### src/hdl/renameCfg_cfg.svh
`ifndef RENAME_CFG_SVH
`define RENAME_CFG_SVH

// Lanes renamed per group.
`define RENAME_WIDTH 2

`define ARCH_REGS 8
`define PHYS_REGS 24

// Registers not holding an architectural mapping at reset.
`define FREE_LIST_SIZE (`PHYS_REGS - `ARCH_REGS)

`define ARCH_TAG_W 3
`define PHYS_TAG_W 5
`define FREE_PTR_W 4
`define FREE_CNT_W 5

`endif

### src/hdl/renamePkg.sv
`include "renameCfg_cfg.svh"

package renamePkg;

  // Architectural register number.
  typedef logic [`ARCH_TAG_W-1:0] archTagT;

  // Physical register number.
  typedef logic [`PHYS_TAG_W-1:0] physTagT;

  // Free entries, 0 up to the full list size.
  typedef logic [`FREE_CNT_W-1:0] freeCountT;

endpackage

### src/hdl/ctrlPkg.sv
package ctrlPkg;

  typedef enum logic [1:0] {
    CMD_RENAME     = 2'd0,
    CMD_COMMIT     = 2'd1,
    CMD_CHECKPOINT = 2'd2,
    CMD_RECOVER    = 2'd3
  } cmdKindE;

  // Lane valids sit in the same bits in both views.
  typedef struct packed {
    logic               valid1;
    logic               valid0;
    renamePkg::archTagT dest1;
    renamePkg::archTagT dest0;
    logic [3:0]         pad;
  } renameCmdT;

  typedef struct packed {
    logic               valid1;
    logic               valid0;
    renamePkg::physTagT rel1;
    renamePkg::physTagT rel0;
  } commitCmdT;

  // Read as rename or commit by the command kind.
  typedef union packed {
    renameCmdT rename;
    commitCmdT commit;
  } cmdWordU;

endpackage

### src/hdl/specFreeList.sv
`timescale 1ns/1ps
`include "renameCfg_cfg.svh"

module specFreeList (
  input  logic                 clk,
  input  logic                 reset,
  input  logic                 allocate_i,
  input  logic                 release_i,
  input  logic                 checkpoint_i,
  input  logic                 recover_i,
  input  logic                 laneValid0_i,
  input  logic                 laneValid1_i,
  input  renamePkg::physTagT   relTag0_i,
  input  renamePkg::physTagT   relTag1_i,
  output renamePkg::physTagT   allocTag0_o,
  output renamePkg::physTagT   allocTag1_o,
  output logic                 enoughFree_o,
  output renamePkg::freeCountT freeCount_o
);

  renamePkg::physTagT   freeMem [`FREE_LIST_SIZE];
  logic [`FREE_PTR_W-1:0] head;
  logic [`FREE_PTR_W-1:0] tail;
  logic [`FREE_PTR_W-1:0] headCp;
  logic [`FREE_PTR_W-1:0] headNext;
  logic [`FREE_PTR_W-1:0] tailNext;
  renamePkg::freeCountT count;
  renamePkg::freeCountT countCp;
  renamePkg::freeCountT pushSinceCp;
  logic [1:0]           popNum;
  logic [1:0]           pushNum;
  renamePkg::physTagT   relFirst;

  // Pointer advance with wrap at the list size.
  function automatic logic [`FREE_PTR_W-1:0] wrapAdd(input logic [`FREE_PTR_W-1:0] ptr,
                                                     input logic [1:0] inc);
    logic [`FREE_PTR_W:0] sum;
    sum = ptr + (`FREE_PTR_W+1)'(inc);
    if (sum >= (`FREE_PTR_W+1)'(`FREE_LIST_SIZE)) begin
      sum = sum - (`FREE_PTR_W+1)'(`FREE_LIST_SIZE);
    end
    return sum[`FREE_PTR_W-1:0];
  endfunction

  assign headNext = wrapAdd(head, 2'd1);
  assign tailNext = wrapAdd(tail, 2'd1);

  assign allocTag0_o  = freeMem[head];
  assign allocTag1_o  = freeMem[headNext];
  assign enoughFree_o = count >= renamePkg::freeCountT'(`RENAME_WIDTH);
  assign freeCount_o  = count;

  assign popNum  = allocate_i ? 2'(laneValid0_i) + 2'(laneValid1_i) : 2'd0;
  assign pushNum = release_i ? 2'(laneValid0_i) + 2'(laneValid1_i) : 2'd0;

  // First valid release lane goes to the tail.
  assign relFirst = laneValid0_i ? relTag0_i : relTag1_i;

  always_ff @(posedge clk) begin
    if (reset) begin
      head        <= '0;
      tail        <= '0;
      headCp      <= '0;
      count       <= renamePkg::freeCountT'(`FREE_LIST_SIZE);
      countCp     <= renamePkg::freeCountT'(`FREE_LIST_SIZE);
      pushSinceCp <= '0;
      for (int i = 0; i < `FREE_LIST_SIZE; i++) begin
        freeMem[i] <= renamePkg::physTagT'(`ARCH_REGS + i);
      end
    end else begin
      if (recover_i) begin
        // Tail is kept, so commits since the checkpoint stay free.
        head  <= headCp;
        count <= countCp + pushSinceCp;
      end else begin
        head  <= wrapAdd(head, popNum);
        count <= count - renamePkg::freeCountT'(popNum) + renamePkg::freeCountT'(pushNum);
      end
      tail <= wrapAdd(tail, pushNum);
      if (checkpoint_i) begin
        headCp      <= head;
        countCp     <= count;
        pushSinceCp <= '0;
      end else begin
        pushSinceCp <= pushSinceCp + renamePkg::freeCountT'(pushNum);
      end
      if (release_i && (laneValid0_i || laneValid1_i)) begin
        freeMem[tail] <= relFirst;
      end
      if (release_i && laneValid0_i && laneValid1_i) begin
        freeMem[tailNext] <= relTag1_i;
      end
    end
  end

  countBound: assert property (@(posedge clk) disable iff (reset)
    freeCount_o <= renamePkg::freeCountT'(`FREE_LIST_SIZE));

  // The control must refuse short groups before they reach the list.
  noAllocWhenShort: assert property (@(posedge clk) disable iff (reset)
    allocate_i |-> enoughFree_o);

endmodule

### src/hdl/renameMapTable.sv
`timescale 1ns/1ps
`include "renameCfg_cfg.svh"

module renameMapTable (
  input  logic               clk,
  input  logic               reset,
  input  logic               allocate_i,
  input  logic               checkpoint_i,
  input  logic               recover_i,
  input  logic               laneValid0_i,
  input  logic               laneValid1_i,
  input  renamePkg::archTagT destArch0_i,
  input  renamePkg::archTagT destArch1_i,
  input  renamePkg::physTagT newTag0_i,
  input  renamePkg::physTagT newTag1_i,
  output renamePkg::physTagT prevTag0_o,
  output renamePkg::physTagT prevTag1_o
);

  renamePkg::physTagT mapTable [`ARCH_REGS];
  renamePkg::physTagT mapCp    [`ARCH_REGS];
  renamePkg::physTagT lane1New;
  logic               sameDest;

  // Lane 1 takes the head entry when lane 0 is empty.
  assign lane1New = laneValid0_i ? newTag1_i : newTag0_i;

  assign sameDest = laneValid0_i && laneValid1_i && (destArch0_i == destArch1_i);

  assign prevTag0_o = mapTable[destArch0_i];
  // Forward lane 0's new mapping within the group.
  assign prevTag1_o = sameDest ? newTag0_i : mapTable[destArch1_i];

  always_ff @(posedge clk) begin
    if (reset) begin
      for (int i = 0; i < `ARCH_REGS; i++) begin
        mapTable[i] <= renamePkg::physTagT'(i);
        mapCp[i]    <= renamePkg::physTagT'(i);
      end
    end else begin
      if (recover_i) begin
        for (int i = 0; i < `ARCH_REGS; i++) begin
          mapTable[i] <= mapCp[i];
        end
      end else if (allocate_i) begin
        if (laneValid0_i) begin
          mapTable[destArch0_i] <= newTag0_i;
        end
        // Later write wins on a shared destination.
        if (laneValid1_i) begin
          mapTable[destArch1_i] <= lane1New;
        end
      end
      if (checkpoint_i) begin
        for (int i = 0; i < `ARCH_REGS; i++) begin
          mapCp[i] <= mapTable[i];
        end
      end
    end
  end

endmodule

### src/hdl/renameCtrl.sv
`timescale 1ns/1ps
`include "renameCfg_cfg.svh"

module renameCtrl (
  input  logic                 clk,
  input  logic                 reset,
  input  logic                 req_i,
  input  ctrlPkg::cmdKindE     cmdKind_i,
  input  ctrlPkg::cmdWordU     cmdWord_i,
  input  renamePkg::physTagT   allocTag0_i,
  input  renamePkg::physTagT   allocTag1_i,
  input  renamePkg::physTagT   prevTag0_i,
  input  renamePkg::physTagT   prevTag1_i,
  input  logic                 enoughFree_i,
  input  renamePkg::freeCountT freeCount_i,
  output logic                 ack_o,
  output logic                 allocate_o,
  output logic                 release_o,
  output logic                 checkpoint_o,
  output logic                 recover_o,
  output logic                 laneValid0_o,
  output logic                 laneValid1_o,
  output renamePkg::archTagT   destArch0_o,
  output renamePkg::archTagT   destArch1_o,
  output renamePkg::physTagT   relTag0_o,
  output renamePkg::physTagT   relTag1_o,
  output renamePkg::physTagT   physTag0_o,
  output renamePkg::physTagT   physTag1_o,
  output renamePkg::physTagT   prevTag0_o,
  output renamePkg::physTagT   prevTag1_o,
  output logic                 allocOk_o,
  output renamePkg::freeCountT freeCount_o
);

  typedef enum logic {ST_IDLE, ST_ACK} stateE;

  stateE              state;
  logic               accept;
  logic               isRename;
  logic               laneOk0;
  logic               laneOk1;
  renamePkg::physTagT lane1Alloc;

  assign accept   = (state == ST_IDLE) && req_i;
  assign isRename = cmdKind_i == ctrlPkg::CMD_RENAME;

  // One strobe per accepted command.
  assign allocate_o   = accept && isRename && enoughFree_i;
  assign release_o    = accept && (cmdKind_i == ctrlPkg::CMD_COMMIT);
  assign checkpoint_o = accept && (cmdKind_i == ctrlPkg::CMD_CHECKPOINT);
  assign recover_o    = accept && (cmdKind_i == ctrlPkg::CMD_RECOVER);

  assign laneValid0_o = cmdWord_i.rename.valid0;
  assign laneValid1_o = cmdWord_i.rename.valid1;
  assign destArch0_o  = cmdWord_i.rename.dest0;
  assign destArch1_o  = cmdWord_i.rename.dest1;
  assign relTag0_o    = cmdWord_i.commit.rel0;
  assign relTag1_o    = cmdWord_i.commit.rel1;

  assign laneOk0    = cmdWord_i.rename.valid0 && enoughFree_i;
  assign laneOk1    = cmdWord_i.rename.valid1 && enoughFree_i;
  assign lane1Alloc = cmdWord_i.rename.valid0 ? allocTag1_i : allocTag0_i;

  always_ff @(posedge clk) begin
    if (reset) begin
      state       <= ST_IDLE;
      ack_o       <= 1'b0;
      physTag0_o  <= '0;
      physTag1_o  <= '0;
      prevTag0_o  <= '0;
      prevTag1_o  <= '0;
      allocOk_o   <= 1'b0;
      freeCount_o <= renamePkg::freeCountT'(`FREE_LIST_SIZE);
    end else begin
      ack_o <= (state == ST_ACK) && req_i;
      case (state)
        ST_IDLE: begin
          if (req_i) begin
            state <= ST_ACK;
            if (isRename) begin
              physTag0_o <= laneOk0 ? allocTag0_i : '0;
              physTag1_o <= laneOk1 ? lane1Alloc : '0;
              prevTag0_o <= laneOk0 ? prevTag0_i : '0;
              prevTag1_o <= laneOk1 ? prevTag1_i : '0;
              allocOk_o  <= enoughFree_i;
            end
          end
        end
        ST_ACK: begin
          // Count has settled by the edge that raises ack.
          if (!ack_o) begin
            freeCount_o <= freeCount_i;
          end
          if (!req_i) begin
            state <= ST_IDLE;
          end
        end
        default: state <= ST_IDLE;
      endcase
    end
  end

  ackNeedsReq: assert property (@(posedge clk) disable iff (reset)
    $rose(ack_o) |-> $past(req_i));

  oneStrobe: assert property (@(posedge clk) disable iff (reset)
    $onehot0({allocate_o, release_o, checkpoint_o, recover_o}));

endmodule

### src/hdl/renameTop.sv
`timescale 1ns/1ps

module renameTop (
  input  logic                 clk,
  input  logic                 reset,
  input  logic                 req_i,
  input  ctrlPkg::cmdKindE     cmdKind_i,
  input  ctrlPkg::cmdWordU     cmdWord_i,
  output logic                 ack_o,
  output renamePkg::physTagT   physTag0_o,
  output renamePkg::physTagT   physTag1_o,
  output renamePkg::physTagT   prevTag0_o,
  output renamePkg::physTagT   prevTag1_o,
  output logic                 allocOk_o,
  output renamePkg::freeCountT freeCount_o
);

  logic                 allocate;
  logic                 releaseRegs;
  logic                 checkpoint;
  logic                 recover;
  logic                 laneValid0;
  logic                 laneValid1;
  logic                 enoughFree;
  renamePkg::archTagT   destArch0;
  renamePkg::archTagT   destArch1;
  renamePkg::physTagT   relTag0;
  renamePkg::physTagT   relTag1;
  renamePkg::physTagT   allocTag0;
  renamePkg::physTagT   allocTag1;
  renamePkg::physTagT   prevTag0;
  renamePkg::physTagT   prevTag1;
  renamePkg::freeCountT freeCount;

  renameCtrl ctrl (
    .clk(clk), .reset(reset), .req_i(req_i), .cmdKind_i(cmdKind_i), .cmdWord_i(cmdWord_i),
    .allocTag0_i(allocTag0), .allocTag1_i(allocTag1),
    .prevTag0_i(prevTag0), .prevTag1_i(prevTag1),
    .enoughFree_i(enoughFree), .freeCount_i(freeCount), .ack_o(ack_o),
    .allocate_o(allocate), .release_o(releaseRegs),
    .checkpoint_o(checkpoint), .recover_o(recover),
    .laneValid0_o(laneValid0), .laneValid1_o(laneValid1),
    .destArch0_o(destArch0), .destArch1_o(destArch1),
    .relTag0_o(relTag0), .relTag1_o(relTag1),
    .physTag0_o(physTag0_o), .physTag1_o(physTag1_o),
    .prevTag0_o(prevTag0_o), .prevTag1_o(prevTag1_o),
    .allocOk_o(allocOk_o), .freeCount_o(freeCount_o)
  );

  specFreeList freeList (
    .clk(clk), .reset(reset), .allocate_i(allocate), .release_i(releaseRegs),
    .checkpoint_i(checkpoint), .recover_i(recover),
    .laneValid0_i(laneValid0), .laneValid1_i(laneValid1),
    .relTag0_i(relTag0), .relTag1_i(relTag1),
    .allocTag0_o(allocTag0), .allocTag1_o(allocTag1),
    .enoughFree_o(enoughFree), .freeCount_o(freeCount)
  );

  // Head entries feed the map; lane compaction happens inside.
  renameMapTable mapTable (
    .clk(clk), .reset(reset), .allocate_i(allocate),
    .checkpoint_i(checkpoint), .recover_i(recover),
    .laneValid0_i(laneValid0), .laneValid1_i(laneValid1),
    .destArch0_i(destArch0), .destArch1_i(destArch1),
    .newTag0_i(allocTag0), .newTag1_i(allocTag1),
    .prevTag0_o(prevTag0), .prevTag1_o(prevTag1)
  );

endmodule

### config.mk
export PLATFORM = sky130hd
export DESIGN_NAME = renameTop
export DESIGN_NICKNAME = d
export VERILOG_FILES = /design/src/hdl/renamePkg.sv /design/src/hdl/ctrlPkg.sv /design/src/hdl/specFreeList.sv /design/src/hdl/renameMapTable.sv /design/src/hdl/renameCtrl.sv /design/src/hdl/renameTop.sv
export VERILOG_INCLUDE_DIRS = /design/src /design/src/hdl
export SDC_FILE = /design/constraint.sdc
export NUM_CORES = 1
export LEC_CHECK = 0
export BUFFER_PORTS_ARGS = -buffer_cell sky130_fd_sc_hd__buf_4
export CAP_MARGIN = 20
export CORE_MARGIN = 3
export CORE_UTILIZATION = 55
export CTS_BUF_LIST = sky130_fd_sc_hd__clkbuf_8
export CTS_CLUSTER_SIZE = 28
export DETAILED_ROUTE_END_ITERATION = 8
export GPL_TIMING_DRIVEN = 0
export PLACE_DENSITY = 0.72
export SETUP_SLACK_MARGIN = 0.4
export SLEW_MARGIN = 0
export SYNTH_ARGS = -nofsm -noshare
export SYNTH_HDL_FRONTEND = slang
export SYNTH_SLANG_ARGS = --single-unit
### constraint.sdc
create_clock -name clk -period 4 [get_ports clk]
set_input_delay 1 -clock clk [delete_from_list [all_inputs] [get_ports clk]]
set_output_delay 1 -clock clk [all_outputs]
set_load 0.05 [all_outputs]
# Word level (Yosys, flattened, before mapping)
# Memory sizes are Yosys's and may differ from the RTL's. A register that Yosys moved wholly into a read port is not among the register bits.
# Index checks and enable logic that the tools add are counted.
[totals]
reg_bits = 55
mem_bits_rw = 160
input_bits = 17
out_inout_bits = 27
wordCells = 149
n_memories = 3
[memory_table]
columns = ["memory", "depth", "word_bits", "rd", "rd_ports_with_merged_regs", "wr", "line", "rtl"]
rows = [
  ["freeList.freeMem", 16, 5, 2, 1, 16, "specFreeList.sv:21", "renamePkg::physTagT freeMem [`FREE_LIST_SIZE];"],
  ["mapTable.mapCp", 8, 5, 8, 0, 8, "renameMapTable.sv:21", "renamePkg::physTagT mapCp [`ARCH_REGS];"],
  ["mapTable.mapTable", 8, 5, 10, 0, 8, "renameMapTable.sv:20", "renamePkg::physTagT mapTable [`ARCH_REGS];"],
]
[op_classes]
addsub = 13
order_cmp = 5
eq_ne = 4
n_mux = 69
bitwise = 18
n_reduce_logical = 23
[ops]
columns = ["op", "count"]
rows = [
  ["5-bit 2-to-1 mux", 28],
  ["4-bit 2-to-1 mux", 8],
  ["1-bit 2-to-1 mux", 29],
  ["5-bit greater-or-equal comparator (second input constant)", 4],
  ["5-bit OR reduction", 4],
  ["1-bit bitwise OR", 16],
  ["4-bit by 1-bit subtractor with 4-bit output (second input constant)", 4],
  ["1-bit logical AND", 14],
  ["4-bit by 1-bit adder with 5-bit output (second input constant)", 2],
  ["4-bit by 2-bit adder with 5-bit output", 2],
  ["5-bit by 2-bit adder with 5-bit output", 2],
  ["3-bit 2-to-1 mux", 2],
  ["5-bit adder", 1],
  ["5-bit by 2-bit greater-or-equal comparator with 1-bit output (second input constant)", 1],
  ["5-bit by 2-bit subtractor with 5-bit output", 1],
  ["2-bit equality test (second input constant)", 2],
  ["2-bit 2-to-1 mux", 2],
  ["3-bit equality test", 1],
  ["3-bit AND reduction", 1],
  ["1-bit by 1-bit adder with 2-bit output", 1],
  ["2-bit by 1-bit equality test with 1-bit output (second input constant)", 1],
  ["2-bit zero test", 1],
  ["1-bit inverter", 2],
  ["2-bit AND reduction", 1],
  ["other kinds (2)", 2],
]

# Logic depth before layout (Yosys ltp)
[depth]
depth_word = 10
mapped_depth = 16
mapped_depth_nobuf = 16

# Cells and area by module
# From an unflattened synthesis, not the netlist that was laid out.
[unflattened]
hier_cells = 1171
hier_area_um2 = 12796.0
[by_module_without_submodules]
columns = ["mod", "instances", "cells_per_inst", "area_each_um2", "seq_area_each_um2"]
rows = [
  ["specFreeList", 1, 569, 6521.3, 2942.8],
  ["renameMapTable", 1, 455, 5014.8, 2402.3],
  ["renameCtrl", 1, 147, 1260.0, 560.5],
]

# Least setup slack after synthesis
# No wires, ideal clock.
[synth_path]
kind = "input to register"
start = "input cmdKind_i[1]"
end = "register freeList.count[4] (netlist: freeList.freeCount_o[4])"
setup_time_ps = 138
arrival_ps = 3572
required_time_ps = 3862
setup_slack_ps = 290
path_stages = 15
n_path_buf = 1
path_cell_list = "or4b_1 buf_4 a31oi_4 nand2_1 or2_2 nand2_1 ha_1 inv_1 fa_1 inv_1 a21oi_1 nor2_1 nor2_1 xnor2_1 o211ai_1"
[synth_between]
elab_chain_cells = 7
word_cells_on_any_way = 12
cone_classes = "2 x add/sub; 2 x eq/ne; 3 x mux; 5 x reduce/logical"
[synth_rtl]
columns = ["element", "line", "rtl"]
rows = [
  ["from (decl)", "renameTop.sv:7", "input ctrlPkg::cmdKindE cmdKind_i,"],
  ["2-bit zero test", "renameCtrl.sv:45", "assign isRename = cmdKind_i == ctrlPkg::CMD_RENAME;"],
  ["1-bit logical AND (2 in a row)", "renameCtrl.sv:48", "assign allocate_o = accept && isRename && enoughFree_i;"],
  ["2-bit 2-to-1 mux", "specFreeList.sv:53", "assign popNum = allocate_i ? 2'(laneValid0_i) + 2'(laneValid1_i) : 2'd0;"],
  ["5-bit by 2-bit subtractor with 5-bit output", "specFreeList.sv:77", "count <= count - renamePkg::freeCountT'(popNum) + renamePkg::freeCountT'(pushNum);"],
  ["5-bit by 2-bit adder with 5-bit output", "specFreeList.sv:77", ""],
  ["5-bit 2-to-1 mux (*)", "specFreeList.sv:71", "if (recover_i) begin"],
  ["to (signal assigned)", "specFreeList.sv:64", "count <= renamePkg::freeCountT'(`FREE_LIST_SIZE);"],
  ["to (signal assigned)", "specFreeList.sv:74", "count <= countCp + pushSinceCp;"],
  ["to (signal assigned)", "specFreeList.sv:77", ""],
  ["to (decl)", "specFreeList.sv:27", "renamePkg::freeCountT count;"],
]
# Every way passes the cells marked *; elsewhere a longest branch is shown, timed or not.
# A chain may end at the register's enable or synchronous reset.

# Final worst setup path
[layout_path]
start = "input cmdWord_i[10] (netlist bit)"
end = "register freeList.count[4] (netlist: freeList.freeCount_o[4])"
[layout_between]
elab_chain_cells = 5
word_cells_on_any_way = 6
cone_classes = "3 x add/sub; 3 x mux"
[layout_rtl]
columns = ["element", "line", "rtl"]
rows = [
  ["from (decl)", "renameTop.sv:8", "input ctrlPkg::cmdWordU cmdWord_i,"],
  ["1-bit by 1-bit adder with 2-bit output (*)", "specFreeList.sv:53, specFreeList.sv:54", ""],
  ["2-bit 2-to-1 mux", "specFreeList.sv:53", ""],
  ["5-bit by 2-bit subtractor with 5-bit output", "specFreeList.sv:77", ""],
  ["5-bit by 2-bit adder with 5-bit output (*)", "specFreeList.sv:77", ""],
  ["5-bit 2-to-1 mux (*)", "specFreeList.sv:71", ""],
]
# Marked as above.

==> results.cfg <==
[yosys]
yosys_register_bits = 215
yosys.area.top_type = edfxtp_1
netlist_instances = 1056
synthDistinctLibCells = 83
ys_warn_count = 0
synthTopCellsByArea = edfxtp_1 (40%), mux4_2 (10%), dfxtp_1 (9.1%)
netlist_area_sq_um = 12100
synth_edf_count = 160
synth_fp_nets = 1098
synth_flop_cell = edfxtp_1
synth.avg_cell_area_sq_um = 11.4
postSynth.asyncResetShare_pct = 0
synth_top_cell_area_share_pct = 39.8
synth-seq-area-share_pct = 48.9

[clocking]
cts.sinks = 215
cts.path.max_buffers = 3
cts_tree = done
clock_latency_ns = 0.55
htreeDepth = 2
path_clk_slew_ns = 0.06
cts_root_buf = clkbuf_8
numCtsBuffers = 37
cts_hold_buf = 0

[worst_setup_path]
worstPathRequired_ns = 4.39
startpoint = cmdWord_i[10]
worst_path_max_delay_cell = ha_1
end_kind = flop
max_stage_delay_ns = 0.40
crit_arrival_ns = 3.91
path_max_fanout = 10
path_cells = buf_4, clkbuf_2, clkinvlp_4, buf_2, ha_1, nand2_2, or2_4, nand2_1, ha_1, inv_1, fa_2, inv_1, a21oi_1, nor2_1, nor2_1, xnor2_1, o211ai_1
start_kind = input port
rrSetupSlack_ns = 0.61
path_class = in2reg
regToRegEndpoint = mapTable.mapTable[0][2]$_DFFE_PP_
reg2reg_from = freeList.head[0]$_SDFF_PP0_
ff2ff_path_depth = 7

[grt]
grt_pass1_vias = 9418
use_met3_pct = 11.2
use_met1_pct = 45.7
grt.busiest_layer = met2
antenna_found_initial = 1
grt_use_total_pct = 32.6
grt_pass1_wl_mm = 58.2
grt_max_degree = 25
grt_overflow = 0
use_met2_pct = 46.4

[finish]
reg.largest.list = freeList.freeMem x80, mapTable.mapCp x40, mapTable.mapTable x40
final_common_cell = edfxtp_1
diodes = 0
nFillCells = 1729
fin_util_pct = 63.6
final_cell_mix = edfxtp_1 (160), nand2_1 (154), nor2_1 (87), mux4_2 (55), dfxtp_1 (55)
multi_input_area_sq_um = 5740
regMostFlops = freeList.freeMem
drive_above_1_share_pct = 19.4
fin_nets = 1183
area_growth_pct = 12.1
register_area_sq_um = 5910
largest_reg_flops = 80

[timing]
hold_viol = 0
rsz0062_at_grt = false
slew_headroom_pct = 35.3
slew_violations = 0
setup_slack_ns = 0.488
setup_viol = 0
worst_pin_slew_ns = 0.968
skew_ns = 0.0248
finalCritPeriodShare_pct = 87.8
min_period_ns = 3.51
setup_tns_ns = 0
fmax_ghz = 0.285

[drt]
wl_per_cell_um = 27.0
ant_nets = 0
vias = 9880
first_iter_violations = 1632
wl_mm = 39.0
drc_errors = 0
via_per_inst = 6.84
firstDrtPassIters = 6

[placement]
post-place-ws_ns = -0.231
post-dp-hpwl_mm = 28.8
gp_congestion = 1.02
io_buffers = 40

[run_status]
status = complete, no violations

[power_and_ir_drop]
power_uw = 5380
p_leak_uw = 0.00473
p_per_area_nw_per_um2 = 398
vdd_drop_max_uv = 266

[min_path]
min_to = ctrl.physTag1_o[4]$_SDFFE_PP0N_
hold_path_class = reg2reg
worstHoldStart = ctrl.physTag1_o[4]$_SDFFE_PP0N_
hold_depth = 2

[die]
start_util_pct = 56.7
die_h_um = 154
ios = 44
core-area_sq_um = 21300
rows = 53
die_area_sq_um = 23800
die_x_um = 154

[run]
maxCapViolCount = 0
critical path, delay by kind of cell:
family,cells,cell delay (ns)
AO/OA/AOI/OAI,2,0.16
AND/OR/NAND/NOR,5,0.57
adder cells (fa/ha/maj),3,0.95
XOR/XNOR,1,0.13
buffers and inverters,6,1.07
worst max path at each step:
| stage | to | slack (ns) | cells after the start |
|---|---|---|---|
| 6_report | freeList.freeCount_o[4]$_SDFF_PP1_ | 0.49 | 17 |
| 5_1_grt | freeList.freeCount_o[4]$_SDFF_PP1_ | 0.40 | 17 |
| 4_1_cts | freeList.freeCount_o[3]$_SDFF_PP0_ | 0.43 | 14 |
| 3_5_place_dp | freeList.freeCount_o[4]$_SDFF_PP1_ | -0.23 | 17 |
| 3_3_place_gp | mapTable.mapCp[0][3]$_SDFFCE_PN0P_ | -0.37 | 5 |
| 2_1_floorplan | freeList.freeCount_o[3]$_SDFF_PP0_ | 0.43 | 13 |
layout make-up:
cell class                      instances  share of cell area (%)
Sequential cell                       215                    43.6
Multi-Input combinational cell        744                    42.4
Clock buffer                           41                    4.17
Buffer                                 71                    2.65
Timing Repair Buffer                   46                    2.64
Tap cell                              275                    2.54
Clock inverter                         27                    1.21
Inverter                               26                   0.749
Yosys cell counts, drive strengths merged (5+ instances only):
| cell type | instances |
|---|---|
| a21oi | 29 |
| a221oi | 8 |
| a22oi | 31 |
| a32o | 7 |
| a32oi | 5 |
| and2 | 11 |
| and3 | 33 |
| buf | 29 |
| clkbuf | 42 |
| dfxtp | 55 |
| edfxtp | 160 |
| fa | 6 |
| ha | 19 |
| inv | 25 |
| mux2 | 8 |
| mux2i | 41 |
| mux4 | 56 |
| nand2 | 159 |
| nand2b | 7 |
| nand3 | 27 |
| nand4 | 7 |
| nor2 | 87 |
| nor2b | 19 |
| nor3 | 10 |
| o211ai | 19 |
| o21ai | 44 |
| o22a | 7 |
| o22ai | 17 |
| o2bb2ai | 5 |
| or2 | 10 |
| or3 | 8 |
| xnor2 | 14 |
| xor2 | 6 |
metrics by stage:
stage | cells | area (sq um) | hold WS, ns
after CTS | 1441 | 13500 | 0.457
after global routing | 1445 | 13500 | 0.474
after detailed placement | 1373 | 12800 | 0.444
after global placement | 1371 | 12700 | 0.438
final | 1445 | 13500 | 0.449
after floorplan | 1056 | 12100 | 0.432
logic make-up (layout without fill, tap and decap cells):
kind of cell / after synthesis / after routing / synth area share (%)
and+or+nand+nor: 394 / 394 / 16.1
AOI/OAI and AO/OA: 200 / 200 / 11.9
adders and majority gates: 25 / 25 / 2.97
xor gates and xnor gates: 20 / 20 / 1.61
buffers and inverters: 97 / 211 / 3.73
muxes: 105 / 105 / 14.8
DFF: 215 / 215 / 48.9
timing repair:
action                                  CTS  global route
pin swaps                                 0             0
resized for setup                         1             6
endpoints found under the setup margin   16            24
buffers inserted                          0             4
power breakdown:
part	internal [uW]	switching, uW
sequential	2470	65.2
combinational	295	534
clock	1070	946
metal layers:
metal	part of all wire (%)	vias to the layer above
met1	37	4759
met5	0.051	-
met2	42	786
li1	-	4182
met4	4.9	2
met3	16	151
Note: power is estimated with default switching activity, not from simulation.
